`src/rtl/mem_ctrl_pkg.sv`:
```
`default_nettype none

// Controller-wide constants, width types and the sequencer state encoding
package mem_ctrl_pkg;

	// ========================================
	// Width types
	// ========================================

	// Byte address on the app interface
	typedef logic [27:0] app_addr_t;
	// One app data beat, which is one strip of the line
	typedef logic [127:0] strip_t;
	// One APB data word
	typedef logic [31:0] word_t;
	// Strip index, also used for the strip count stored as count minus one
	typedef logic [1:0] strip_cnt_t;
	// Word index into the line buffer
	typedef logic [3:0] line_idx_t;
	// APB register offset
	typedef logic [7:0] apb_addr_t;

	// Address distance between consecutive strips, in bytes
	localparam int STRIP_ADDR_STEP = 16;
	localparam int WORDS_PER_STRIP = 4;
	localparam int LINE_WORDS = 16;

	// ========================================
	// Register map
	// ========================================
	localparam apb_addr_t REG_ADDR = 8'h00;
	localparam apb_addr_t REG_CTRL = 8'h04;
	localparam apb_addr_t REG_STATUS = 8'h08;
	// The line buffer occupies sixteen words from here up to the last offset
	localparam apb_addr_t REG_LINE = 8'h40;
	localparam apb_addr_t REG_LINE_LAST = 8'h7C;

	// CTRL bit positions
	localparam int CTRL_GO_BIT = 0;
	localparam int CTRL_READ_BIT = 1;
	localparam int CTRL_CNT_LSB = 4;

	// Command codes as the memory controller core expects them
	typedef enum logic [2:0] {CMD_WRITE = 3'd0, CMD_READ = 3'd1} app_cmd_e;

	typedef enum logic [3:0] {IDLE, WRITE_DATA0, WRITE_DATA1, WRITE_DATA2, WRITE_NEXT,
		READ_DATA0, READ_DATA1, READ_WAIT, DONE} seq_state_e;

endpackage

`default_nettype wire

```
`src/rtl/mem_bus_pkg.sv`:
```
`default_nettype none

// Bundles that travel between the host, the controller blocks and the app interface
package mem_bus_pkg;

	// APB request as the host drives it
	typedef struct packed
	{
		logic psel;
		logic penable;
		logic pwrite;
		mem_ctrl_pkg::apb_addr_t paddr;
		mem_ctrl_pkg::word_t pwdata;
	} apb_req_t;

	// APB response
	typedef struct packed
	{
		mem_ctrl_pkg::word_t prdata;
		logic pready;
		logic pslverr;
	} apb_rsp_t;

	// App command channel, accepted on en with rdy
	typedef struct packed
	{
		logic en;
		mem_ctrl_pkg::app_cmd_e cmd;
		mem_ctrl_pkg::app_addr_t addr;
	} app_cmd_t;

	// App write data channel, one beat per strip
	typedef struct packed
	{
		logic wren;
		logic wdf_end;
		mem_ctrl_pkg::strip_t data;
		logic [15:0] mask;
	} app_wdf_t;

	// App read return, in command order with no back-pressure
	typedef struct packed
	{
		logic rd_valid;
		logic rd_end;
		mem_ctrl_pkg::strip_t rd_data;
	} app_rd_t;

	// Line operation request from the register block to the sequencer
	typedef struct packed
	{
		logic start;
		logic read;
		mem_ctrl_pkg::app_addr_t addr;
		mem_ctrl_pkg::strip_cnt_t num_strips;
	} line_req_t;

	// Strip write port into the line buffer
	typedef struct packed
	{
		logic we;
		mem_ctrl_pkg::line_idx_t idx;
		mem_ctrl_pkg::strip_t data;
	} line_mem_t;

endpackage

`default_nettype wire

```
`src/rtl/mem_apb_port.sv`:
```
`timescale 1ns/1ps
`default_nettype none

module mem_apb_port
(
	input wire clk,
	input wire rst,
	input wire mem_bus_pkg::apb_req_t apb_in,
	output mem_bus_pkg::apb_rsp_t apb_out,
	output mem_bus_pkg::line_req_t line_req,
	input wire finish,
	input wire mem_ctrl_pkg::strip_cnt_t strip_idx,
	output mem_ctrl_pkg::strip_t strip_rd,
	input wire mem_bus_pkg::line_mem_t line_wr
);
	import mem_ctrl_pkg::*;
	import mem_bus_pkg::*;

	localparam int WORD_BITS = $bits(word_t);

	word_t line_mem [LINE_WORDS];
	app_addr_t addr_q;
	logic read_q;
	strip_cnt_t cnt_q;
	logic start_q;
	logic busy;
	logic done;
	logic ign_go;
	logic access;
	logic wr_access;
	logic sel_addr;
	logic sel_ctrl;
	logic sel_status;
	logic sel_line;
	logic go;
	line_idx_t host_widx;

	// ========================================
	// Address decode
	// ========================================

	// The access phase is the second cycle of every transfer
	assign access = apb_in.psel && apb_in.penable;
	assign wr_access = access && apb_in.pwrite;
	assign sel_addr = apb_in.paddr == REG_ADDR;
	assign sel_ctrl = apb_in.paddr == REG_CTRL;
	assign sel_status = apb_in.paddr == REG_STATUS;
	// Only word aligned offsets inside the window hit the line buffer
	assign sel_line = apb_in.paddr >= REG_LINE && apb_in.paddr <= REG_LINE_LAST
		&& apb_in.paddr[1:0] == 2'b00;
	assign host_widx = apb_in.paddr[5:2];
	assign go = wr_access && sel_ctrl && apb_in.pwdata[CTRL_GO_BIT];

	// No wait states, so pready stays high and read data is ready in the access cycle
	always_comb
	begin
		apb_out.prdata = '0;
		apb_out.pready = 1'b1;
		apb_out.pslverr = 1'b0;
		if (sel_addr)
			apb_out.prdata = word_t'(addr_q);
		else if (sel_ctrl)
			apb_out.prdata = word_t'({cnt_q, 2'b00, read_q, 1'b0});
		else if (sel_status)
			apb_out.prdata = word_t'({ign_go, done, busy});
		else if (sel_line)
			apb_out.prdata = line_mem[host_widx];
		else
			apb_out.pslverr = access;
	end

	// ========================================
	// Control and status
	// ========================================
	always_ff @(posedge clk)
	begin
		if (rst)
		begin
			addr_q <= '0;
			read_q <= 1'b0;
			cnt_q <= '0;
			start_q <= 1'b0;
			busy <= 1'b0;
			done <= 1'b0;
			ign_go <= 1'b0;
		end
		else
		begin
			start_q <= 1'b0;
			if (finish)
			begin
				busy <= 1'b0;
				done <= 1'b1;
			end
			// Setup registers stay frozen while an operation runs so the sequencer sees them stable
			if (wr_access && !busy)
			begin
				if (sel_addr)
					addr_q <= apb_in.pwdata[$bits(app_addr_t)-1:0];
				if (sel_ctrl)
				begin
					read_q <= apb_in.pwdata[CTRL_READ_BIT];
					cnt_q <= apb_in.pwdata[CTRL_CNT_LSB +: $bits(strip_cnt_t)];
				end
			end
			// A go during an operation is dropped and only leaves a sticky flag behind
			if (go && busy)
				ign_go <= 1'b1;
			else if (go)
			begin
				start_q <= 1'b1;
				busy <= 1'b1;
				done <= 1'b0;
				ign_go <= 1'b0;
			end
		end
	end

	assign line_req = '{start: start_q, read: read_q, addr: addr_q, num_strips: cnt_q};

	// ========================================
	// Line buffer
	// ========================================

	// The sequencer owns the buffer while busy, the host only while idle
	always_ff @(posedge clk)
	begin
		if (line_wr.we)
		begin
			for (int k = 0; k < WORDS_PER_STRIP; k++)
				line_mem[line_wr.idx + line_idx_t'(k)] <= line_wr.data[k*WORD_BITS +: WORD_BITS];
		end
		else if (wr_access && sel_line && !busy)
			line_mem[host_widx] <= apb_in.pwdata;
	end

	// Word zero of a strip sits in its low bits
	always_comb
	begin
		for (int k = 0; k < WORDS_PER_STRIP; k++)
			strip_rd[k*WORD_BITS +: WORD_BITS] = line_mem[{strip_idx, 2'(k)}];
	end

endmodule

`default_nettype wire

```
`src/rtl/mem_cmd_issue.sv`:
```
`timescale 1ns/1ps
`default_nettype none

module mem_cmd_issue
(
	input wire clk,
	input wire rst,
	input wire mem_ctrl_pkg::seq_state_e state,
	input wire rdy,
	input wire mem_ctrl_pkg::strip_cnt_t num_strips,
	output logic en,
	output logic accepted,
	output mem_ctrl_pkg::strip_cnt_t strip_cnt
);
	import mem_ctrl_pkg::*;

	logic last_strip;

	// The memory takes a command in any cycle with both en and rdy high
	assign accepted = en && rdy;
	assign last_strip = strip_cnt == num_strips;

	// ========================================
	// Command enable
	// ========================================

	// The enable follows the state by one cycle and is re-asserted until the command
	// is accepted, with the sequencer holding command and address steady meanwhile
	always_ff @(posedge clk)
	begin
		if (rst)
			en <= 1'b0;
		else
		begin
			en <= 1'b0;
			if (state == WRITE_DATA1)
				en <= 1'b1;
			else if (state == WRITE_DATA2 && !accepted)
				en <= 1'b1;
			else if (state == READ_DATA0)
				en <= 1'b1;
			// Reads keep the enable up across strips until the final one is taken
			else if (state == READ_DATA1 && !(accepted && last_strip))
				en <= 1'b1;
		end
	end

	// Strip counter, which also selects the command address and the write strip
	always_ff @(posedge clk)
	begin
		if (rst)
			strip_cnt <= '0;
		else if (state == IDLE)
			strip_cnt <= '0;
		// Writes step once per finished strip
		else if (state == WRITE_NEXT && !last_strip)
			strip_cnt <= strip_cnt + strip_cnt_t'(1);
		// Reads step on each acceptance so the next address is ready at once
		else if (state == READ_DATA1 && accepted && !last_strip)
			strip_cnt <= strip_cnt + strip_cnt_t'(1);
	end

endmodule

`default_nettype wire

```
`src/rtl/mem_ctrl_top.sv`:
```
`timescale 1ns/1ps
`default_nettype none

module mem_ctrl_top
(
	input wire clk,
	input wire rst,
	input wire mem_bus_pkg::apb_req_t apb_in,
	output mem_bus_pkg::apb_rsp_t apb_out,
	output mem_bus_pkg::app_cmd_t app_cmd,
	input wire app_rdy,
	output mem_bus_pkg::app_wdf_t app_wdf,
	input wire app_wdf_rdy,
	input wire mem_bus_pkg::app_rd_t app_rd
);
	import mem_ctrl_pkg::*;
	import mem_bus_pkg::*;

	line_req_t line_req;
	logic finish;
	strip_cnt_t strip_idx;
	strip_t strip_rd;
	line_mem_t line_wr;
	seq_state_e state;
	strip_cnt_t strip_cnt;
	logic accepted;
	logic cmd_en;
	app_cmd_t cmd_body;

	// Host registers and the line buffer
	mem_apb_port u_apb_port
	(
		.clk(clk),
		.rst(rst),
		.apb_in(apb_in),
		.apb_out(apb_out),
		.line_req(line_req),
		.finish(finish),
		.strip_idx(strip_idx),
		.strip_rd(strip_rd),
		.line_wr(line_wr)
	);

	mem_sequencer u_sequencer
	(
		.clk(clk),
		.rst(rst),
		.line_req(line_req),
		.finish(finish),
		.strip_idx(strip_idx),
		.strip_rd(strip_rd),
		.line_wr(line_wr),
		.state(state),
		.strip_cnt(strip_cnt),
		.accepted(accepted),
		.cmd_out(cmd_body),
		.wdf(app_wdf),
		.wdf_rdy(app_wdf_rdy),
		.rd(app_rd)
	);

	// The strip count is stable in the register block for the whole operation
	mem_cmd_issue u_cmd_issue
	(
		.clk(clk),
		.rst(rst),
		.state(state),
		.rdy(app_rdy),
		.num_strips(line_req.num_strips),
		.en(cmd_en),
		.accepted(accepted),
		.strip_cnt(strip_cnt)
	);

	// The enable joins the command code and address here
	assign app_cmd = '{en: cmd_en, cmd: cmd_body.cmd, addr: cmd_body.addr};

endmodule

`default_nettype wire

```
`src/rtl/mem_sequencer.sv`:
```
`timescale 1ns/1ps
`default_nettype none

module mem_sequencer
(
	input wire clk,
	input wire rst,
	input wire mem_bus_pkg::line_req_t line_req,
	output logic finish,
	output mem_ctrl_pkg::strip_cnt_t strip_idx,
	input wire mem_ctrl_pkg::strip_t strip_rd,
	output mem_bus_pkg::line_mem_t line_wr,
	output mem_ctrl_pkg::seq_state_e state,
	input wire mem_ctrl_pkg::strip_cnt_t strip_cnt,
	input wire accepted,
	output mem_bus_pkg::app_cmd_t cmd_out,
	output mem_bus_pkg::app_wdf_t wdf,
	input wire wdf_rdy,
	input wire mem_bus_pkg::app_rd_t rd
);
	import mem_ctrl_pkg::*;
	import mem_bus_pkg::*;

	// Number of strips already returned by the memory during a read
	strip_cnt_t rd_cnt;
	logic last_strip;
	logic last_rd;
	logic rd_take;

	// The strip counter comes from the issue block and only moves on acceptance
	assign last_strip = strip_cnt == line_req.num_strips;
	// Returns can start arriving while later read commands are still being issued
	assign rd_take = rd.rd_valid && (state == READ_DATA1 || state == READ_WAIT);
	assign last_rd = rd_take && rd_cnt == line_req.num_strips;

	// ========================================
	// State machine
	// ========================================
	always_ff @(posedge clk)
	begin
		if (rst)
		begin
			state <= IDLE;
			rd_cnt <= '0;
		end
		else
		begin
			if (rd_take)
				rd_cnt <= rd_cnt + strip_cnt_t'(1);
			case (state)
				IDLE:
				begin
					rd_cnt <= '0;
					if (line_req.start)
						state <= line_req.read ? READ_DATA0 : WRITE_DATA0;
				end
				// Hold the data beat until the write FIFO takes it
				WRITE_DATA0:
					if (wdf_rdy)
						state <= WRITE_DATA1;
				// The command enable rises on leaving this state
				WRITE_DATA1:
					state <= WRITE_DATA2;
				// Wait here while the command is retried
				WRITE_DATA2:
					if (accepted)
						state <= WRITE_NEXT;
				WRITE_NEXT:
					state <= last_strip ? DONE : WRITE_DATA0;
				READ_DATA0:
					state <= READ_DATA1;
				// Commands for all strips go out back to back from here
				READ_DATA1:
					if (accepted && last_strip)
						state <= READ_WAIT;
				READ_WAIT:
					if (last_rd)
						state <= DONE;
				DONE:
					state <= IDLE;
				default:
					state <= IDLE;
			endcase
		end
	end

	assign finish = state == DONE;
	assign strip_idx = strip_cnt;

	// ========================================
	// App channels and line buffer writes
	// ========================================
	always_comb
	begin
		// The issue block supplies the enable, so only code and address come from here
		cmd_out.en = 1'b0;
		cmd_out.cmd = line_req.read ? CMD_READ : CMD_WRITE;
		cmd_out.addr = line_req.addr + app_addr_t'(strip_cnt) * app_addr_t'(STRIP_ADDR_STEP);

		// A strip is a single beat, so every beat is also the last one
		wdf.wren = state == WRITE_DATA0;
		wdf.wdf_end = state == WRITE_DATA0;
		wdf.data = strip_rd;
		wdf.mask = '0;

		// Returned strips land in the buffer in command order
		line_wr.we = rd_take;
		line_wr.idx = {rd_cnt, 2'b00};
		line_wr.data = rd.rd_data;
	end

endmodule

`default_nettype wire
```
`config.mk`:
```
export PLATFORM = sky130hd
export DESIGN_NAME = mem_ctrl_top
export DESIGN_NICKNAME = d
export VERILOG_FILES = /design/src/rtl/mem_ctrl_pkg.sv /design/src/rtl/mem_bus_pkg.sv /design/src/rtl/mem_apb_port.sv /design/src/rtl/mem_cmd_issue.sv /design/src/rtl/mem_ctrl_top.sv /design/src/rtl/mem_sequencer.sv
export SDC_FILE = /design/constraint.sdc
export NUM_CORES = 1
export LEC_CHECK = 0
export BUFFER_PORTS_ARGS = -buffer_cell sky130_fd_sc_hd__buf_4
export CAP_MARGIN = 20
export CORE_ASPECT_RATIO = 1.25
export CORE_MARGIN = 5
export CORE_UTILIZATION = 59
export DETAILED_ROUTE_END_ITERATION = 10
export PLACE_DENSITY = 0.81
export SLEW_MARGIN = 20
export SYNTH_ARGS = -nofsm -noshare
export SYNTH_HDL_FRONTEND = slang
export SYNTH_SLANG_ARGS = --single-unit
```
`constraint.sdc`:
```
create_clock -name clk -period 5.2 [get_ports clk]
set_input_delay 0.52 -clock clk [delete_from_list [all_inputs] [get_ports clk]]
set_output_delay 0.52 -clock clk [all_outputs]
set_load 0.005 [all_outputs]
```
==> Flow_metrics.wiki, run 1 <==
{| class="wikitable"
! Metric !! Value
|-
| Reported net switching power || 2.15 mW
|-
| Share of flip-flops with an asynchronous set or reset || 0
|-
| Peak VDD IR || 251 uV
|-
| Reg2reg start || u_sequencer.state[3]
|-
| Die ar. || 55200 um^2
|-
| Largest fanout on the critical path || 48
|-
| Post_cts resized || 0
|-
| Switching fraction of total power || 0.219
|-
| Max Transition Viols Final || 0
|-
| Status || complete, no violations
|-
| Number of DRC violations after detailed routing || 0
|-
| Worst setup path class || input port to primary output
|-
| Post-CTS setup buffer count || 0
|-
| Fmax || 253 MHz
|-
| I/O pin total || 389
|-
| Power per cell area || 280 nW/um^2
|-
| Max cap viols || 0
|-
| Combinational fraction of design power || 0.073
|-
| Class of the worst hold path || input port to flip-flop
|-
| Share of post-route cells with drive strength above 1 || 0.319
|-
| Worst setup startpoint || apb_in[37]
|-
| Clock Tree Root || sky130_fd_sc_hd__clkbuf_16
|-
| Routed Antenna Nets || 0
|-
| Clock latency on the worst-skew pair || 0.62 ns
|-
| DR vias || between 20000 and 25000
|-
| Worst endpoint data arrival time || 3.43 ns
|-
| Unrepaired setup endpoints after global routing || no
|-
| Initial Util || 0.594
|-
| HPWL after detailed placement || 64.9 mm
|-
| Slew at the pin closest to its max-slew limit || 1.17 ns
|-
| Post-Syn Area || 29900 um^2
|-
| Category of the worst setup path launch point || input port
|-
| X dimension of the die || 211 um
|-
| Fill cell total of the finished layout || 3286
|-
| Final Util || 0.697
|-
| Via count of the first global-routing pass || 22872
|-
| Cell count after synthesis || 2304
|-
| Fraction of power consumed by sequential logic || 0.502
|-
| Final global-route overflow total || 0
|-
| Vias per cell || 6.97
|-
| Number of clock buffers inserted by TritonCTS || 52
|-
| Leakage power figure || 12.3 nW
|-
| Setup clock skew after layout || 0.0240 ns
|-
| CTS H-tree lvls || 2
|-
| Internal Power || 7.68 mW
|-
| Post-synthesis sequential element count || 558
|-
| Number of sinks handled by clock tree synthesis || 558
|-
| Final nets || 2745
|-
| Number of flops mapped to enable cells by yosys || 512
|-
| Hold-fix buffers, CTS || 0
|-
| Buffer depth of the longest clock path || 3
|-
| Proportion of synthesized chip area in sequential cells || 0.546
|-
| Average instance area after synthesis || 13.0 um^2
|-
| Share of power burned in the clock network || 0.425
|-
| Routability cong. || 0.891
|-
| Total GRT Usage || 0.356
|-
| Wire length of the first global-routing pass || about 150 mm
|-
| Largest net degree at the start of global routing || 143
|-
| CTS tree || yes
|-
| Synth-to-Final Area Change || 17.4%
|-
| Initial antenna violation count || 12
|-
| Row count || 92
|-
| Setup TNS Final || 0 ns
|-
| Register clock-pin slew on the reported worst setup and hold paths || 0.07 ns
|-
| Violation count after the first detailed-route iteration || 3677
|-
| Relative slew slack || 0.215
|-
| Vertical die dimension || 262 um
|-
| Setup-violating endpoint count in the final report || 0
|-
| Final period util || 0.759
|-
| Final critical delay including setup and external delays || 3.95 ns
|-
| Core area || 50300 um^2
|-
| Distinct cells, synth || 56
|-
| Data required, critical path || 4.68 ns
|-
| Primary flip-flop cell chosen by synthesis mapping || sky130_fd_sc_hd__edfxtp_1
|-
| Post-detailed-route wirelength per cell || just over 30 um
|-
| Number of port buffers || 368
|-
| DR pass1 iterations || 6
|-
| Critical path capture point type || primary output
|-
| Count of warnings emitted by yosys || 0
|-
| Endpoints failing hold || 0
|-
| Critical hold path startpoint || apb_in[9]
|-
| Final routed wirelength across all metal layers || 101 mm
|}
==> metrics by stage <==
stage	area, um^2	worst slack [ns]	hold slack [ns]	std cells	total power [mW]
after global placement	33100	1.32	0.471	3164	5.69
after global routing	35100	1.29	0.167	3272	10.1
final	35100	1.25	0.161	3272	9.83
after CTS	35000	1.38	0.139	3260	9.80
after floorplan	29900	0.825	0.445	2321	5.46
after detailed placement	33100	1.24	0.470	3164	5.72
==> worst paths after layout <==
path | endpoint | cells past startpoint | slack [ns]
hold / removal | u_apb_port.addr_q[9] | 3 | 0.16
setup / recovery | apb_out[9] | 8 | 1.25
setup reg to reg | u_apb_port.line_mem[6][0] | 6 | 1.44
hold reg to reg | u_apb_port.addr_q[1] | 2 | 0.48
==> cell usage in the layout (no fill, tap or decap), types with 8 or more instances in the layout <==
| master | instances |
|---|---|
| sky130_fd_sc_hd__a21oi_1 | 419 |
| sky130_fd_sc_hd__a22o_1 | 11 |
| sky130_fd_sc_hd__a22oi_1 | 12 |
| sky130_fd_sc_hd__buf_12 | 9 |
| sky130_fd_sc_hd__buf_4 | 412 |
| sky130_fd_sc_hd__bufinv_16 | 9 |
| sky130_fd_sc_hd__clkbuf_1 | 8 |
| sky130_fd_sc_hd__clkbuf_16 | 54 |
| sky130_fd_sc_hd__conb_1 | 19 |
| sky130_fd_sc_hd__dfxtp_1 | 44 |
| sky130_fd_sc_hd__diode_2 | 11 |
| sky130_fd_sc_hd__edfxtp_1 | 512 |
| sky130_fd_sc_hd__inv_1 | 40 |
| sky130_fd_sc_hd__mux2_2 | 14 |
| sky130_fd_sc_hd__mux2i_1 | 57 |
| sky130_fd_sc_hd__mux2i_2 | 10 |
| sky130_fd_sc_hd__mux4_2 | 268 |
| sky130_fd_sc_hd__nand2_1 | 92 |
| sky130_fd_sc_hd__nand3_1 | 14 |
| sky130_fd_sc_hd__nor2_1 | 406 |
| sky130_fd_sc_hd__o21ai_0 | 20 |
| sky130_fd_sc_hd__o21ai_4 | 12 |
| sky130_fd_sc_hd__xnor2_1 | 23 |
==> synth_stat cells (11+ instances only) <==
| library cell | n | area share |
|---|---|---|
| sky130_fd_sc_hd__a21oi_1 | 423 | 0.071 |
| sky130_fd_sc_hd__mux2_2 | 14 | 0.0053 |
| sky130_fd_sc_hd__a22o_1 | 11 | 0.0032 |
| sky130_fd_sc_hd__nand2_1 | 96 | 0.012 |
| sky130_fd_sc_hd__nand3_1 | 15 | 0.0025 |
| sky130_fd_sc_hd__xnor2_1 | 23 | 0.0067 |
| sky130_fd_sc_hd__dfxtp_1 | 46 | 0.031 |
| sky130_fd_sc_hd__edfxtp_1 | 512 | 0.51 |
| sky130_fd_sc_hd__buf_2 | 69 | 0.012 |
| sky130_fd_sc_hd__mux2i_1 | 67 | 0.022 |
| sky130_fd_sc_hd__nor2_1 | 406 | 0.051 |
| sky130_fd_sc_hd__clkbuf_1 | 124 | 0.016 |
| sky130_fd_sc_hd__mux4_2 | 268 | 0.20 |
| sky130_fd_sc_hd__inv_1 | 40 | 0.0050 |
| sky130_fd_sc_hd__buf_4 | 40 | 0.010 |
| sky130_fd_sc_hd__a22oi_1 | 12 | 0.0030 |
| sky130_fd_sc_hd__o21ai_0 | 32 | 0.0054 |
==> critical path, stage by stage <==
cell and delay [ns]:
sky130_fd_sc_hd__buf_4 0.38, sky130_fd_sc_hd__or2_2 0.55, sky130_fd_sc_hd__or3_1 0.57, sky130_fd_sc_hd__nor3_4 0.39, sky130_fd_sc_hd__buf_12 0.24, sky130_fd_sc_hd__nand2_1 0.09
sky130_fd_sc_hd__a22oi_1 0.42, sky130_fd_sc_hd__buf_4 0.21
==> power by group through the flow <==
| stage | combinational (mW) | sequential [mW] | clock, mW |
|---|---|---|---|
| after CTS | 0.701 | 4.93 | 4.17 |
| after floorplan | 0.457 | 5.00 | 0 |
| final | 0.718 | 4.93 | 4.18 |
| after detailed placement | 0.696 | 5.03 | 0 |
| after global placement | 0.666 | 5.02 | 0 |
| after global routing | 0.771 | 4.93 | 4.35 |
==> registers in the layout, summed over array words and instances (netlist names), named ones only <==
name / count
u_apb_port.ign_go: 1
u_apb_port.start_q: 1
u_sequencer.state: 4
u_cmd_issue.en: 1
u_apb_port.done: 1
u_sequencer.rd_cnt: 2
u_apb_port.read_q: 1
u_apb_port.busy: 1
u_apb_port.cnt_q: 2
u_apb_port.addr_q: 28
u_apb_port.line_mem: 512
u_cmd_issue.strip_cnt: 2
==> per-layer routing <==
| metal | global-route usage | vias to the layer above | share of wire |
|---|---|---|---|
| li1 | - | 9271 | - |
| met1 | 0.443 | 11020 | 0.31 |
| met2 | 0.561 | 2100 | 0.48 |
| met3 | 0.0872 | 426 | 0.14 |
| met4 | 0.233 | 2 | 0.072 |
| met5 | 0 | - | 0.000070 |
==> area by class of cell <==
class / instances / area [um^2] / share of cell area
diodes: 11 / 27.5 / 0.000785
clock buffers: 69 / 1480 / 0.0421
clock inverters: 27 / 375 / 0.0107
inverters: 40 / 150 / 0.00428
multi-input cells: 1485 / 12600 / 0.359
flip-flops and latches: 558 / 16300 / 0.465
well taps: 658 / 823 / 0.0235
repair buffers: 424 / 3310 / 0.0943
==> kinds of logic (layout without fill, tap and decap cells) <==
kind of cell	Yosys count	count (layout)	synth area share
and+or+nand+nor	584	584	0.0812
DFF	558	558	0.546
AOI/OAI and AO/OA	497	497	0.0881
muxes	349	349	0.230
buffers and inverters	278	560	0.0431
xor gates and xnor gates	29	29	0.00851
adders and majority gates	7	7	0.00318
other	2	30	0.000252
Power figures use the tool's default switching activity.
==> run 2, diff against run 1 <==
clock period = 4 ns   (was 5.2 ns; I/O delays follow)
==> run 2 against run 1 <==
  * Register-to-register slack lost 0.83 ns
  * Via count grew 0.93%
  * Combinational power grew 32%
  * Clock-buffer cell count is the same
  * Critical path depth is the same
  * Cell area grew 0.78%
  * Clock power grew 26%
  * Critical path type is now flip-flop to primary output
  * Critical endpoint is now app_cmd[24]
  * Largest power group unchanged
==> Flow_metrics.wiki, run 2 (synthesis results as in run 1) <==
{| class="wikitable"
! Metric !! Value
|-
| Status || complete, no violations
|-
| Final routed wirelength across all metal layers || roughly 100 mm
|-
| Leakage power figure || 12.5 nW
|-
| R2R depth || 7
|-
| Core area || 50300 um^2
|-
| Register clock-pin slew on the reported worst setup and hold paths || approximately 0.060 ns
|-
| Number of sinks handled by clock tree synthesis || 558
|-
| Final nets || between 2000 and 3000
|-
| Flip-flop count of the largest register after layout || about 500
|-
| Final Total Pwr || 12.6 mW
|-
| Routed Antenna Nets || 0
|-
| Commonest cells after routing, fill and taps aside || sky130_fd_sc_hd__edfxtp_1 (512), sky130_fd_sc_hd__buf_4 (453), sky130_fd_sc_hd__a21oi_1 (419), sky130_fd_sc_hd__nor2_1 (406), sky130_fd_sc_hd__mux4_2 (268)
|-
| Final global-route overflow total || 0
|-
| Final Util || 0.703
|-
| Class of the worst hold path || input port to flip-flop
|-
| Max Transition Viols Final || 0
|-
| Fmax || 280 MHz
|-
| DR vias || 23031
|-
| Depth of the worst hold-timing path || 3
|-
| Post-detailed-route wirelength per cell || 30.3 um
|-
| Total GRT Usage || 0.356
|-
| Via count of the first global-routing pass || 23258
|-
| Setup clock skew after layout || 0.0180 ns
|-
| CTS tree || yes
|-
| Endpoints failing hold || 0
|-
| Max cap viols || 0
|-
| Slew at the pin closest to its max-slew limit || 1.13 ns
|-
| Buffer depth of the longest clock path || 3
|-
| Cell area after layout || about 35000 um^2
|-
| HPWL after detailed placement || 65.0 mm
|-
| Wire length of the first global-routing pass || 145 mm
|-
| Final hold slack || 0.0517 ns
|-
| Setup slack of the worst register-to-register path || 0.61 ns
|-
| Critical path capture point type || primary output
|-
| Worst endpoint data arrival time || around 3.2 ns
|-
| Number of port buffers || about 370
|-
| Relative slew slack || 0.224
|-
| Commonest non-fill, non-tap cell in the layout || sky130_fd_sc_hd__edfxtp_1
|-
| Share of post-route cells with drive strength above 1 || 0.325
|-
| Initial antenna violation count || 13
|-
| Post_cts resized || 0
|-
| Endpoint of the worst hold-timing path || u_apb_port.addr_q[13]
|-
| Peak VDD IR || 358 uV
|-
| Synth-to-Final Area Change || 18.4%
|-
| Largest net degree at the start of global routing || 111
|-
| Number of DRC violations after detailed routing || 0
|-
| Power per cell area || 357 nW/um^2
|-
| Data required, critical path || 3.60 ns
|-
| Largest fanout on the critical path || 6
|-
| Number of clock buffers inserted by TritonCTS || 54
|-
| Placed Cells incl. Taps || ~3200
|-
| Area after detailed placement || 33500 um^2
|-
| Hold-fix buffers, CTS || 0
|-
| Setup-violating endpoint count in the final report || 0
|-
| Row count || 92
|-
| Worst setup path class || flip-flop to primary output
|-
| Final period util || 0.892
|-
| Category of the worst setup path launch point || flip-flop
|-
| Top flop regs || u_apb_port.line_mem (512), u_apb_port.addr_q (28), u_sequencer.state (4)
|-
| CTS H-tree lvls || 2
|-
| Initial Util || 0.594
|-
| Routability cong. || 0.915
|-
| Vertical die dimension || 262 um
|-
| Vias per cell || 6.94
|-
| DR pass1 iterations || 8
|-
| Final critical delay including setup and external delays || 3.57 ns
|-
| Unrepaired setup endpoints after global routing || no
|-
| Clock latency on the worst-skew pair || 0.62 ns
|-
| Clock Tree Root || sky130_fd_sc_hd__clkbuf_16
|-
| Worst reg2reg endpoint || u_apb_port.line_mem[7][12]
|-
| Top reg by flops || u_apb_port.line_mem
|-
| Critical hold path startpoint || apb_in[13]
|-
| Fill cell total of the finished layout || 3259
|-
| Final non-filler cell total || 3318
|-
| Violation count after the first detailed-route iteration || 3678
|-
| Reg2reg start || u_sequencer.state[3]
|-
| I/O pin total || 389
|-
| Die ar. || 55200 um^2
|-
| X dimension of the die || between 200 and 250 um
|-
| Post-CTS setup buffer count || 0
|}
[run 2: cell types whose count changed in the layout (fill, tap and decap cells not counted), sizes merged]
cell / previous run / this run
clkbuf: 70 / 69
clkinvlp: 3 / 1
bufinv: 9 / 7
diode: 11 / 10
clkinv: 14 / 21
buf: 423 / 468
[run 2: power by group]
part           leakage, nW  switching, mW  internal (mW)  total (mW)
registers             4.97         0.0355           6.37        6.41
logic                 6.68          0.501          0.446       0.947
clock network        0.881           2.24           3.03        5.28
total                 12.5           2.78           9.85        12.6
[run 2: cell type report]
type,count,area (um^2),area share
sequential,558,16300,0.461
tap,658,823,0.0233
multi-input combinational,1485,12600,0.355
clock buffer,69,1470,0.0416
timing repair buffer,468,3690,0.105
clock inverter,30,319,0.00903
inverter,40,150,0.00425
antenna,10,25.0,0.000708
[run 2: how the worst max path moves through the flow]
| stage | startpoint | endpoint | slack [ns] | cells past startpoint |
|---|---|---|---|---|
| after floorplan | apb_in[37] | u_apb_port.line_mem[14][0] | -0.26 | 5 |
| after global placement | apb_in[33] | u_apb_port.line_mem[3][10] | 0.68 | 8 |
| after detailed placement | apb_in[33] | u_apb_port.line_mem[15][16] | 0.58 | 8 |
| after CTS | u_cmd_issue.strip_cnt[0] | app_cmd[24] | 0.50 | 8 |
| after global routing | u_cmd_issue.strip_cnt[0] | app_cmd[24] | 0.35 | 8 |
| final | u_cmd_issue.strip_cnt[0] | app_cmd[24] | 0.43 | 8 |
[run 2: critical path, cell delays in order, from the launching register on]
cell and delay [ns]:
sky130_fd_sc_hd__dfxtp_1 0.43, sky130_fd_sc_hd__ha_1 0.21, sky130_fd_sc_hd__inv_1 0.06, sky130_fd_sc_hd__fa_1 0.52
sky130_fd_sc_hd__nor2_1 0.40, sky130_fd_sc_hd__and2_1 0.37, sky130_fd_sc_hd__nand4_1 0.16, sky130_fd_sc_hd__xnor2_1 0.26
sky130_fd_sc_hd__buf_4 0.16
[run 2: stage by stage]
stage               setup TNS (ns)  worst slack (ns)
floorplan                   -52.89            -0.255
global placement                 0             0.679
detailed placement               0             0.585
CTS                              0             0.498
global route                     0             0.354
finish                           0             0.433
[run 2: layer usage]
| layer | wire length [um] | track usage |
|---|---|---|
| met1 | 30600 | 0.430 |
| met4 | 7140 | 0.234 |
| met5 | 39 | 0 |
| met2 | 49000 | 0.569 |
| met3 | 13800 | 0.0950 |
